`config.mk`:
```
export PLATFORM = sky130hd
export DESIGN_NAME = owt_rx_top
export DESIGN_NICKNAME = d
export VERILOG_FILES = /design/src/owt_err_pkg.sv /design/src/owt_frame_pkg.sv /design/src/owt_rx_top.sv /design/src/owt_err_monitor.sv /design/src/owt_frame_rx.sv /design/src/owt_crc8.sv /design/src/owt_symbol_decoder.sv
export VERILOG_INCLUDE_DIRS = /design/src
export SDC_FILE = /design/constraint.sdc
export NUM_CORES = 1
export LEC_CHECK = 0
export BUFFER_PORTS_ARGS = -buffer_cell sky130_fd_sc_hd__buf_2
export CAP_MARGIN = 0
export CORE_UTILIZATION = 50
export CTS_CLUSTER_SIZE = 8
export DETAILED_ROUTE_END_ITERATION = 12
export PLACE_DENSITY = 0.68
export SLEW_MARGIN = 5
export SYNTH_ARGS = -nofsm -noshare
export SYNTH_HDL_FRONTEND = slang
export SYNTH_HIERARCHICAL = 1
export SYNTH_SLANG_ARGS = --single-unit
```
`constraint.sdc`:
```
create_clock -name i_clk -period 6.65 [get_ports i_clk]
set_input_delay 1.33 -clock i_clk [delete_from_list [all_inputs] [get_ports i_clk]]
set_output_delay 1.33 -clock i_clk [all_outputs]
set_load 0.1 [all_outputs]
```
`src/owt_params.svh`:
```
// one-wire receiver parameters
`ifndef OWT_PARAMS_SVH
`define OWT_PARAMS_SVH

// ============================================================
// line timing
// ============================================================
// clock cycles per manchester half-bit
`define OWT_HALF_BIT_CYC    8

// ============================================================
// frame fields
// ============================================================
`define OWT_SYNC_BIT_NUM    8
// raw half-bit samples per tail
`define OWT_TAIL_BIT_NUM    4
// high, high, low, low
`define OWT_TAIL_PATTERN    4'b1100
`define OWT_CMD_BIT_NUM     8
`define OWT_DATA_BIT_NUM    8
`define OWT_ADCD_BIT_NUM    16
`define OWT_CRC_BIT_NUM     8
// read from this address carries the long data field
`define OWT_ADC_ADDR        7'h1F
`define OWT_CRC_POLY        8'h07

// ============================================================
// counters
// ============================================================
`define OWT_ERR_INIT        32
`define OWT_ERR_MAX         512
`define OWT_CNT_W           5

`endif
```
`src/owt_err_pkg.sv`:
```
// error monitor types
`default_nettype none

package owt_err_pkg;

    // mode 0: flag while count >= add step; mode 1: flag at zero
    typedef struct packed {
        logic       mode;
        logic [1:0] add_sel;
        logic [1:0] sub_sel;
    } owt_err_cfg_t;

    // ============================================================
    // step tables, indexed by the select fields
    // ============================================================
    localparam int unsigned OWT_ERR_ADD_STEP [4] = '{4, 8, 16, 32};
    localparam int unsigned OWT_ERR_SUB_STEP [4] = '{1, 2, 4, 8};

endpackage

`default_nettype wire

```
`src/owt_frame_pkg.sv`:
```
// frame receive types
`default_nettype none
`include "owt_params.svh"

package owt_frame_pkg;

    // receiver states
    typedef enum logic [2:0] {
        ST_IDLE      = 3'd0,
        ST_SYNC_HEAD = 3'd1,
        ST_SYNC_TAIL = 3'd2,
        ST_CMD       = 3'd3,
        ST_ADC_DATA  = 3'd4,
        ST_NML_DATA  = 3'd5,
        ST_CRC       = 3'd6,
        ST_END_TAIL  = 3'd7
    } owt_state_e;

    // one half-bit sample of the line
    typedef struct packed {
        logic vld;
        logic level;
    } owt_sample_t;

    // one manchester event; vld and invld never together
    typedef struct packed {
        logic vld;
        logic val;
        logic invld;
    } owt_sym_t;

    // finished frame, 8-bit data sits in the low byte
    typedef struct packed {
        logic                          vld;
        logic                          status;
        logic [`OWT_CMD_BIT_NUM-1:0]   cmd;
        logic [`OWT_ADCD_BIT_NUM-1:0]  data;
    } owt_rx_result_t;

endpackage

`default_nettype wire

```
`src/owt_rx_top.sv`:
```
// one-wire receiver top
`timescale 1ns/1ps
`default_nettype none
`include "owt_params.svh"

module owt_rx_top
    import owt_frame_pkg::*;
    import owt_err_pkg::*;
(
    input  wire               i_clk,
    input  wire               i_rst_n,
    input  wire               i_owt_rx,
    input  wire owt_err_cfg_t i_err_cfg,
    output owt_rx_result_t    o_result,
    output logic              o_com_err
);

    owt_sample_t                 sample;
    owt_sym_t                    sym;
    logic                        hunt;
    logic                        pair_en;
    logic                        crc_vld;
    logic                        crc_bit;
    logic                        crc_start;
    logic [`OWT_CRC_BIT_NUM-1:0] crc;

    owt_symbol_decoder u_symbol_decoder (
        .i_clk     (i_clk),
        .i_rst_n   (i_rst_n),
        .i_owt_rx  (i_owt_rx),
        .i_hunt    (hunt),
        .i_pair_en (pair_en),
        .o_sample  (sample),
        .o_sym     (sym)
    );

    owt_frame_rx u_frame_rx (
        .i_clk       (i_clk),
        .i_rst_n     (i_rst_n),
        .i_sample    (sample),
        .i_sym       (sym),
        .i_crc       (crc),
        .o_hunt      (hunt),
        .o_pair_en   (pair_en),
        .o_crc_vld   (crc_vld),
        .o_crc_bit   (crc_bit),
        .o_crc_start (crc_start),
        .o_result    (o_result)
    );

    owt_crc8 u_crc8 (
        .i_clk     (i_clk),
        .i_rst_n   (i_rst_n),
        .i_bit_vld (crc_vld),
        .i_bit     (crc_bit),
        .i_start   (crc_start),
        .o_crc     (crc)
    );

    owt_err_monitor u_err_monitor (
        .i_clk     (i_clk),
        .i_rst_n   (i_rst_n),
        .i_result  (o_result),
        .i_cfg     (i_err_cfg),
        .o_com_err (o_com_err)
    );

endmodule

`default_nettype wire

```
`src/owt_err_monitor.sv`:
```
// communication error monitor
`timescale 1ns/1ps
`default_nettype none
`include "owt_params.svh"

module owt_err_monitor
    import owt_frame_pkg::*;
    import owt_err_pkg::*;
(
    input  wire                 i_clk,
    input  wire                 i_rst_n,
    input  wire owt_rx_result_t i_result,
    input  wire owt_err_cfg_t   i_cfg,
    output logic                o_com_err
);

    localparam int CNT_W = $clog2(`OWT_ERR_MAX + 1);

    logic [CNT_W-1:0] err_cnt;
    logic [CNT_W-1:0] cnt_nxt;
    logic [CNT_W-1:0] add_step;
    logic [CNT_W-1:0] sub_step;
    logic [CNT_W:0]   sum;

    assign add_step = CNT_W'(OWT_ERR_ADD_STEP[i_cfg.add_sel]);
    assign sub_step = CNT_W'(OWT_ERR_SUB_STEP[i_cfg.sub_sel]);
    assign sum      = {1'b0, err_cnt} + {1'b0, add_step};

    // leaky count, saturate high and floor at zero
    always_comb begin
        cnt_nxt = err_cnt;
        if (i_result.vld) begin
            if (i_result.status) begin
                cnt_nxt = (sum >= (CNT_W + 1)'(`OWT_ERR_MAX)) ? CNT_W'(`OWT_ERR_MAX)
                                                             : sum[CNT_W-1:0];
            end else begin
                cnt_nxt = (err_cnt <= sub_step) ? '0 : (err_cnt - sub_step);
            end
        end
    end

    always_ff @(posedge i_clk or negedge i_rst_n) begin
        if (!i_rst_n) begin
            err_cnt   <= CNT_W'(`OWT_ERR_INIT);
            o_com_err <= 1'b1;
        end else begin
            err_cnt   <= cnt_nxt;
            o_com_err <= i_cfg.mode ? (cnt_nxt == '0) : (cnt_nxt >= add_step);
        end
    end

    a_cnt_max: assert property (@(posedge i_clk) disable iff (!i_rst_n)
        err_cnt <= CNT_W'(`OWT_ERR_MAX))
        else $error("error count above limit");

endmodule

`default_nettype wire

```
`src/owt_frame_rx.sv`:
```
// one-wire frame receiver
`timescale 1ns/1ps
`default_nettype none
`include "owt_params.svh"

module owt_frame_rx
    import owt_frame_pkg::*;
(
    input  wire                         i_clk,
    input  wire                         i_rst_n,
    input  wire owt_sample_t            i_sample,
    input  wire owt_sym_t               i_sym,
    input  wire [`OWT_CRC_BIT_NUM-1:0]  i_crc,
    output logic                        o_hunt,
    output logic                        o_pair_en,
    output logic                        o_crc_vld,
    output logic                        o_crc_bit,
    output logic                        o_crc_start,
    output owt_rx_result_t              o_result
);

    localparam int CW = `OWT_CNT_W;

    owt_state_e                   state;
    owt_state_e                   nxt;
    logic [CW-1:0]                bit_cnt;
    logic [CW-1:0]                last_idx;
    logic                         tail_st;
    logic                         data_st;
    logic                         step;
    logic                         last;
    logic                         noise;
    logic                         fire;
    logic                         status;
    logic                         adc_rd;
    logic [`OWT_TAIL_BIT_NUM-1:0] tail_sr;
    logic [`OWT_TAIL_BIT_NUM-1:0] tail_cur;
    logic [`OWT_CMD_BIT_NUM-1:0]  cmd_sr;
    logic [`OWT_CMD_BIT_NUM-1:0]  cmd_cur;
    logic [`OWT_ADCD_BIT_NUM-1:0] data_sr;
    logic [`OWT_CRC_BIT_NUM-1:0]  crc_sr;
    logic [`OWT_CRC_BIT_NUM-1:0]  crc_lock;

    assign tail_st  = (state == ST_SYNC_TAIL) || (state == ST_END_TAIL);
    assign data_st  = (state == ST_ADC_DATA) || (state == ST_NML_DATA);
    assign tail_cur = {tail_sr[`OWT_TAIL_BIT_NUM-2:0], i_sample.level};
    assign cmd_cur  = {cmd_sr[`OWT_CMD_BIT_NUM-2:0], i_sym.val};
    // top bit low means read
    assign adc_rd   = !cmd_cur[`OWT_CMD_BIT_NUM-1]
                   && (cmd_cur[`OWT_CMD_BIT_NUM-2:0] == `OWT_ADC_ADDR);

    // tails count raw samples, everything else counts bits
    assign step = tail_st ? i_sample.vld : i_sym.vld;
    assign last = step && (bit_cnt == last_idx);

    always_comb begin
        case (state)
            ST_SYNC_HEAD: last_idx = CW'(`OWT_SYNC_BIT_NUM - 2);
            ST_SYNC_TAIL: last_idx = CW'(`OWT_TAIL_BIT_NUM - 1);
            ST_END_TAIL:  last_idx = CW'(`OWT_TAIL_BIT_NUM - 1);
            ST_CMD:       last_idx = CW'(`OWT_CMD_BIT_NUM - 1);
            ST_ADC_DATA:  last_idx = CW'(`OWT_ADCD_BIT_NUM - 1);
            ST_NML_DATA:  last_idx = CW'(`OWT_DATA_BIT_NUM - 1);
            default:      last_idx = CW'(`OWT_CRC_BIT_NUM - 1);
        endcase
    end

    // ============================================================
    // frame fsm
    // ============================================================
    always_comb begin
        nxt = state;
        case (state)
            ST_IDLE: begin
                if (i_sym.vld) nxt = ST_SYNC_HEAD;
            end
            ST_SYNC_HEAD: begin
                if (i_sym.invld || (i_sym.vld && i_sym.val)) nxt = ST_IDLE;
                else if (last) nxt = ST_SYNC_TAIL;
            end
            ST_SYNC_TAIL: begin
                if (last) nxt = (tail_cur == `OWT_TAIL_PATTERN) ? ST_CMD : ST_IDLE;
            end
            ST_CMD: begin
                if (i_sym.invld) nxt = ST_IDLE;
                else if (last) nxt = adc_rd ? ST_ADC_DATA : ST_NML_DATA;
            end
            ST_ADC_DATA, ST_NML_DATA: begin
                if (i_sym.invld) nxt = ST_IDLE;
                else if (last) nxt = ST_CRC;
            end
            ST_CRC: begin
                if (i_sym.invld) nxt = ST_IDLE;
                else if (last) nxt = ST_END_TAIL;
            end
            default: begin
                if (last) nxt = ST_IDLE;
            end
        endcase
    end

    always_ff @(posedge i_clk or negedge i_rst_n) begin
        if (!i_rst_n) begin
            state   <= ST_IDLE;
            bit_cnt <= '0;
        end else begin
            state <= nxt;
            if (nxt != state) begin
                bit_cnt <= '0;
            end else if (step) begin
                bit_cnt <= bit_cnt + 1'b1;
            end
        end
    end

    // field shift registers
    always_ff @(posedge i_clk or negedge i_rst_n) begin
        if (!i_rst_n) begin
            tail_sr  <= '0;
            cmd_sr   <= '0;
            data_sr  <= '0;
            crc_sr   <= '0;
            crc_lock <= '0;
        end else begin
            if (tail_st && i_sample.vld) tail_sr <= tail_cur;
            if (state == ST_CMD && i_sym.vld) cmd_sr <= cmd_cur;
            // cleared during cmd so short data leaves the upper byte zero
            if (state == ST_CMD) begin
                data_sr <= '0;
            end else if (data_st && i_sym.vld) begin
                data_sr <= {data_sr[`OWT_ADCD_BIT_NUM-2:0], i_sym.val};
            end
            if (state == ST_CRC && i_sym.vld) crc_sr <= {crc_sr[`OWT_CRC_BIT_NUM-2:0], i_sym.val};
            // checker has taken the last data bit by now
            if (state == ST_CRC && bit_cnt == '0) crc_lock <= i_crc;
        end
    end

    // one in the sync head is noise, no result
    assign noise  = (state == ST_SYNC_HEAD) && i_sym.vld && i_sym.val;
    assign fire   = (state != ST_IDLE) && (nxt == ST_IDLE) && !noise;
    assign status = (state != ST_END_TAIL) || (tail_cur != `OWT_TAIL_PATTERN)
                 || (crc_lock != crc_sr);

    always_ff @(posedge i_clk or negedge i_rst_n) begin
        if (!i_rst_n) begin
            o_result <= '0;
        end else begin
            o_result.vld <= fire;
            if (fire) begin
                o_result.status <= status;
                o_result.cmd    <= cmd_sr;
                o_result.data   <= data_sr;
            end
        end
    end

    assign o_hunt      = (state == ST_IDLE);
    assign o_pair_en   = !tail_st;
    assign o_crc_vld   = i_sym.vld && ((state == ST_CMD) || data_st);
    assign o_crc_bit   = i_sym.val;
    assign o_crc_start = i_sym.vld && (state == ST_CMD) && (bit_cnt == '0);

    a_state_legal: assert property (@(posedge i_clk) disable iff (!i_rst_n)
        state inside {ST_IDLE, ST_SYNC_HEAD, ST_SYNC_TAIL, ST_CMD,
                      ST_ADC_DATA, ST_NML_DATA, ST_CRC, ST_END_TAIL})
        else $error("frame fsm in illegal state");

    a_result_pulse: assert property (@(posedge i_clk) disable iff (!i_rst_n)
        o_result.vld |=> !o_result.vld)
        else $error("result valid held for two cycles");

endmodule

`default_nettype wire

```
`src/owt_crc8.sv`:
```
// serial crc-8 checker
`timescale 1ns/1ps
`default_nettype none
`include "owt_params.svh"

module owt_crc8 (
    input  wire                         i_clk,
    input  wire                         i_rst_n,
    input  wire                         i_bit_vld,
    input  wire                         i_bit,
    input  wire                         i_start,
    output logic [`OWT_CRC_BIT_NUM-1:0] o_crc
);

    logic [`OWT_CRC_BIT_NUM-1:0] crc_base;
    logic [`OWT_CRC_BIT_NUM-1:0] crc_nxt;
    logic                        fb;

    // msb first, start bit restarts from zero
    always_comb begin
        crc_base = i_start ? '0 : o_crc;
        fb       = crc_base[`OWT_CRC_BIT_NUM-1] ^ i_bit;
        crc_nxt  = {crc_base[`OWT_CRC_BIT_NUM-2:0], 1'b0} ^ ({`OWT_CRC_BIT_NUM{fb}} & `OWT_CRC_POLY);
    end

    always_ff @(posedge i_clk or negedge i_rst_n) begin
        if (!i_rst_n) begin
            o_crc <= '0;
        end else if (i_bit_vld) begin
            o_crc <= crc_nxt;
        end
    end

endmodule

`default_nettype wire

```
`src/owt_symbol_decoder.sv`:
```
// manchester symbol decoder
`timescale 1ns/1ps
`default_nettype none
`include "owt_params.svh"

module owt_symbol_decoder
    import owt_frame_pkg::*;
(
    input  wire         i_clk,
    input  wire         i_rst_n,
    input  wire         i_owt_rx,
    input  wire         i_hunt,
    input  wire         i_pair_en,
    output owt_sample_t o_sample,
    output owt_sym_t    o_sym
);

    localparam int CYC_W = $clog2(`OWT_HALF_BIT_CYC);

    logic             rx_meta;
    logic             rx_sync;
    logic             rx_prev;
    logic             line_edge;
    logic [CYC_W-1:0] cyc_cnt;
    logic             samp_hit;
    logic             pair_phase;
    logic             prev_lvl;

    // line idles high
    always_ff @(posedge i_clk or negedge i_rst_n) begin
        if (!i_rst_n) begin
            rx_meta <= 1'b1;
            rx_sync <= 1'b1;
            rx_prev <= 1'b1;
        end else begin
            rx_meta <= i_owt_rx;
            rx_sync <= rx_meta;
            rx_prev <= rx_sync;
        end
    end

    assign line_edge = rx_sync ^ rx_prev;
    assign samp_hit  = !line_edge && (cyc_cnt == CYC_W'(`OWT_HALF_BIT_CYC / 2));

    // restart on every edge, free-run through flat stretches
    always_ff @(posedge i_clk or negedge i_rst_n) begin
        if (!i_rst_n) begin
            cyc_cnt <= '0;
        end else if (line_edge || cyc_cnt == CYC_W'(`OWT_HALF_BIT_CYC - 1)) begin
            cyc_cnt <= '0;
        end else begin
            cyc_cnt <= cyc_cnt + 1'b1;
        end
    end

    always_ff @(posedge i_clk or negedge i_rst_n) begin
        if (!i_rst_n) begin
            o_sample <= '0;
        end else begin
            o_sample.vld <= samp_hit;
            if (samp_hit) begin
                o_sample.level <= rx_sync;
            end
        end
    end

    // ============================================================
    // pairing
    // ============================================================
    always_ff @(posedge i_clk or negedge i_rst_n) begin
        if (!i_rst_n) begin
            pair_phase <= 1'b0;
            prev_lvl   <= 1'b1;
            o_sym      <= '0;
        end else begin
            o_sym <= '0;
            if (o_sample.vld) begin
                prev_lvl <= o_sample.level;
            end
            if (i_hunt) begin
                // falling half-bit reports a zero, next sample opens a pair
                pair_phase <= 1'b0;
                o_sym.vld  <= o_sample.vld && prev_lvl && !o_sample.level;
            end else if (!i_pair_en) begin
                pair_phase <= 1'b0;
            end else if (o_sample.vld) begin
                pair_phase <= !pair_phase;
                if (pair_phase) begin
                    o_sym.vld   <= prev_lvl ^ o_sample.level;
                    o_sym.val   <= o_sample.level;
                    o_sym.invld <= !(prev_lvl ^ o_sample.level);
                end
            end
        end
    end

    a_sym_excl: assert property (@(posedge i_clk) disable iff (!i_rst_n)
        !(o_sym.vld && o_sym.invld))
        else $error("symbol flagged valid and invalid together");

endmodule

`default_nettype wire

```
==> impl_metrics.tcl <==
set metrics [dict create \
    status "finished, final reports clean" \
    synth_cell_type_count 84 \
    synth_area_leaders "dfrtp_1 (43%), mux2_2 (6.5%), mux2_4 (4.6%)" \
    synth-seq-area-share 0.461 \
    cts_max_level 3 \
    ant_nets 0 \
    synthFlopType "dfrtp_1" \
    async_flop_share 1.00 \
    vias 4112 \
    p_per_area_nw_per_um2 223 \
    dp_hpwl_mm 7.94 \
    core_um2 11500 \
    routabilityCongestion 0.870 \
    gr-total-overflow 0 \
    dp_cells 695 \
    clock_sinks 109 \
    synth_top_area_cell "dfrtp_1" \
    drive_gt1_frac 0.238 \
    cts_max_path_buffers 2 \
    yosysTopAreaCellShare 0.435 \
    slew_viol_final 0 \
    synth.most_common_cell "dfrtp_1" \
    rsz0062_at_grt "false" \
    grt_max_degree 60 \
    holdWs_ps 361 \
    start_util 0.517 \
    syn-cell-area_um2 5930 \
    wl_mm 11.3 \
    max_freq_mhz 230 \
    cts_made_buffers 9 \
    path_max_fanout 7 \
    die_area_um2 12300 \
    synth_nets 565 \
    slew_headroom 0.293 \
    hold_class "register to register" \
    fillers 946 \
    syn_inst 540 \
    required_ps 6920 \
    grt_pass1_vias 4073 \
    path_class "primary input to register" \
    arrival_ps 4620 \
    ctsHoldBuffers 0 \
    antenna_cells 0 \
    drt_iter0_markers 277 \
    drtPass1Iterations 5 \
    postCtsSetupRepairBufs 0 \
    vias_per_cell 5.78 \
    die_w_um 111 \
    grt_use_total 0.200 \
    critPathLaunchType "primary input" \
    fin_util 0.561 \
    clk_pin_slew_ps 70 \
    ys_warn_count 6 \
    pre_cts_ws_ps 1940 \
    clk-insertion-delay-late_ps 360 \
    fin_skew_ps 9.82 \
    worst_pin_slew_ps 1060 \
    die_h_um 111 \
    portBuffers 34 \
    endpoint_kind "register" \
    rows 39 \
    root_buffer "clkbuf_16" \
    synth-edff-count 0 \
    drc 0 \
    synth_commonest_cells "dfrtp_1 (103), nand2_1 (56), mux2_2 (34)" \
    maxCapViolCount 0 \
    grt_antenna_before_repair 0 \
    ir_worst_vdd_mv 0.221 \
    final_nets 588 \
    grt_pass1_wl_mm 19.9 \
    syn_to_final_growth_pct 8.59 \
    post-route-period-util 0.653 \
    syn_avg_cell_area_um2 11.0 \
    ys_seq_elements 109 \
    cts_tree "done" \
    post_drt_wl_per_cell_um 15.9 \
    post_cts_resize_count 0 \
    min_period_ps 4340 \
    tns_ps 0 \
    setup_violations 0 \
    worst_slack_ps 2310 \
    hold_viol_final 0 \
    leakage_nw 3.14 \
    io_pins 35 \
    fin_cells 711 \
]
[final timing paths]
check | slack [ps] | end | cells after the start | startpoint
hold reg to reg | 360 | u_symbol_decoder/rx_sync$_DFF_PN1_ | 0 | u_symbol_decoder/rx_meta$_DFF_PN1_
max in group asynchronous | 4500 | u_err_monitor/err_cnt[2]$_DFF_PN0_ | 2 | i_rst_n
min in group asynchronous | 1030 | u_frame_rx/data_sr[10]$_DFFE_PN0P_ | 1 | i_rst_n
hold / removal | 360 | u_symbol_decoder/rx_sync$_DFF_PN1_ | 0 | u_symbol_decoder/rx_meta$_DFF_PN1_
setup / recovery | 2310 | u_err_monitor/o_com_err$_DFF_PN1_ | 14 | i_err_cfg[3]
setup reg to reg | 3160 | u_frame_rx/o_result[1]$_DFFE_PN0P_ | 7 | u_frame_rx/state[2]$_DFF_PN0_
[layout by cell type, fill, tap and decap left out, types with 4 or more instances in the layout]
master | Yosys | final
nand2b_1 | 14 | 14
mux2_4 | 18 | 18
a21oi_1 | 27 | 27
inv_1 | 26 | 26
xor2_1 | 13 | 13
mux2_2 | 34 | 34
xnor2_1 | 9 | 9
o21ai_1 | 5 | 5
ha_1 | 15 | 15
and3b_1 | 4 | 4
nor3b_1 | 5 | 5
nand2_1 | 56 | 56
mux2i_1 | 5 | 5
o211ai_1 | 5 | 5
a21boi_0 | 6 | 6
o41ai_1 | 4 | 4
nand3b_1 | 7 | 7
nor4bb_1 | 4 | 4
a31oi_1 | 4 | 4
nand3_1 | 12 | 12
nand4_1 | 6 | 6
nor2_1 | 25 | 25
dfstp_2 | 6 | 6
nor3_1 | 5 | 5
dfrtp_1 | 103 | 103
and2_1 | 5 | 5
nor2b_1 | 11 | 11
buf_2 | 8 | 33
clkbuf_16 | 0 | 9
o21ai_0 | 7 | 7
[state kept, by name, indices dropped and copies added, names as in the netlist, 2 cells and up]
register                   count
u_frame_rx/crc_lock            8
u_symbol_decoder/o_sample      2
u_frame_rx/o_result           26
u_crc8/o_crc                   8
u_frame_rx/bit_cnt             5
u_frame_rx/cmd_sr              8
u_frame_rx/state               3
u_frame_rx/tail_sr             3
u_err_monitor/err_cnt         10
u_symbol_decoder/cyc_cnt       3
u_symbol_decoder/o_sym         3
u_frame_rx/crc_sr              8
u_frame_rx/data_sr            16
[where the power goes]
| part | switching [mW] | leakage (nW) | total (mW) | internal [mW] |
|---|---|---|---|---|
| Sequential | 0.0238 | 1.48 | 0.705 | 0.682 |
| Combinational | 0.116 | 1.50 | 0.183 | 0.0662 |
| Clock | 0.243 | 0.153 | 0.549 | 0.305 |
| Total | 0.384 | 3.14 | 1.44 | 1.05 |
[cells by family (layout without fill, tap and decap cells)]
family / Yosys count / count (layout) / synth area share
AND/OR/NAND/NOR: 182 / 182 / 0.177
flip-flops: 109 / 109 / 0.461
AO/OA/AOI/OAI: 100 / 100 / 0.123
multiplexers: 57 / 57 / 0.119
buffers and inverters: 51 / 79 / 0.0452
XOR/XNOR: 22 / 22 / 0.0325
adder cells (fa/ha/maj): 19 / 19 / 0.0418
[worst max-delay path, stage by stage]
cell and delay [ps]:
buf_2 130, nand2b_1 190, inv_1 60, ha_1 270, a21o_1 200, maj3_1 440, a31o_2 310, a211o_1 300
a31oi_1 250, ha_1 290, nor2b_1 130, a311o_1 320, a311oi_1 280, o211ai_1 110
[metrics by stage]
step                      power, mW  area (µm²)
final                          1.44        6440
after global placement        0.895        6130
after floorplan               0.851        5930
after global routing           1.50        6440
after detailed placement      0.900        6130
after CTS                      1.46        6440
[final cells by class]
cell class	count	area [µm²]	share of cell area
Multi-Input combinational cell	380	2930	0.454
Sequential cell	109	2740	0.425
Clock buffer	10	239	0.0371
Timing Repair Buffer	36	188	0.0292
Tap cell	143	179	0.0278
Inverter	27	101	0.0157
Clock inverter	6	70.1	0.0109
[routing by layer]
metal  up-vias  GRT usage  part of all wire
li1       1980          -                 -
met1      2035      0.262              0.46
met2        84      0.325              0.48
met3        13     0.0405             0.039
met4         0     0.0782             0.015
met5         -          0                 0
(Power assumes the default switching activity.)
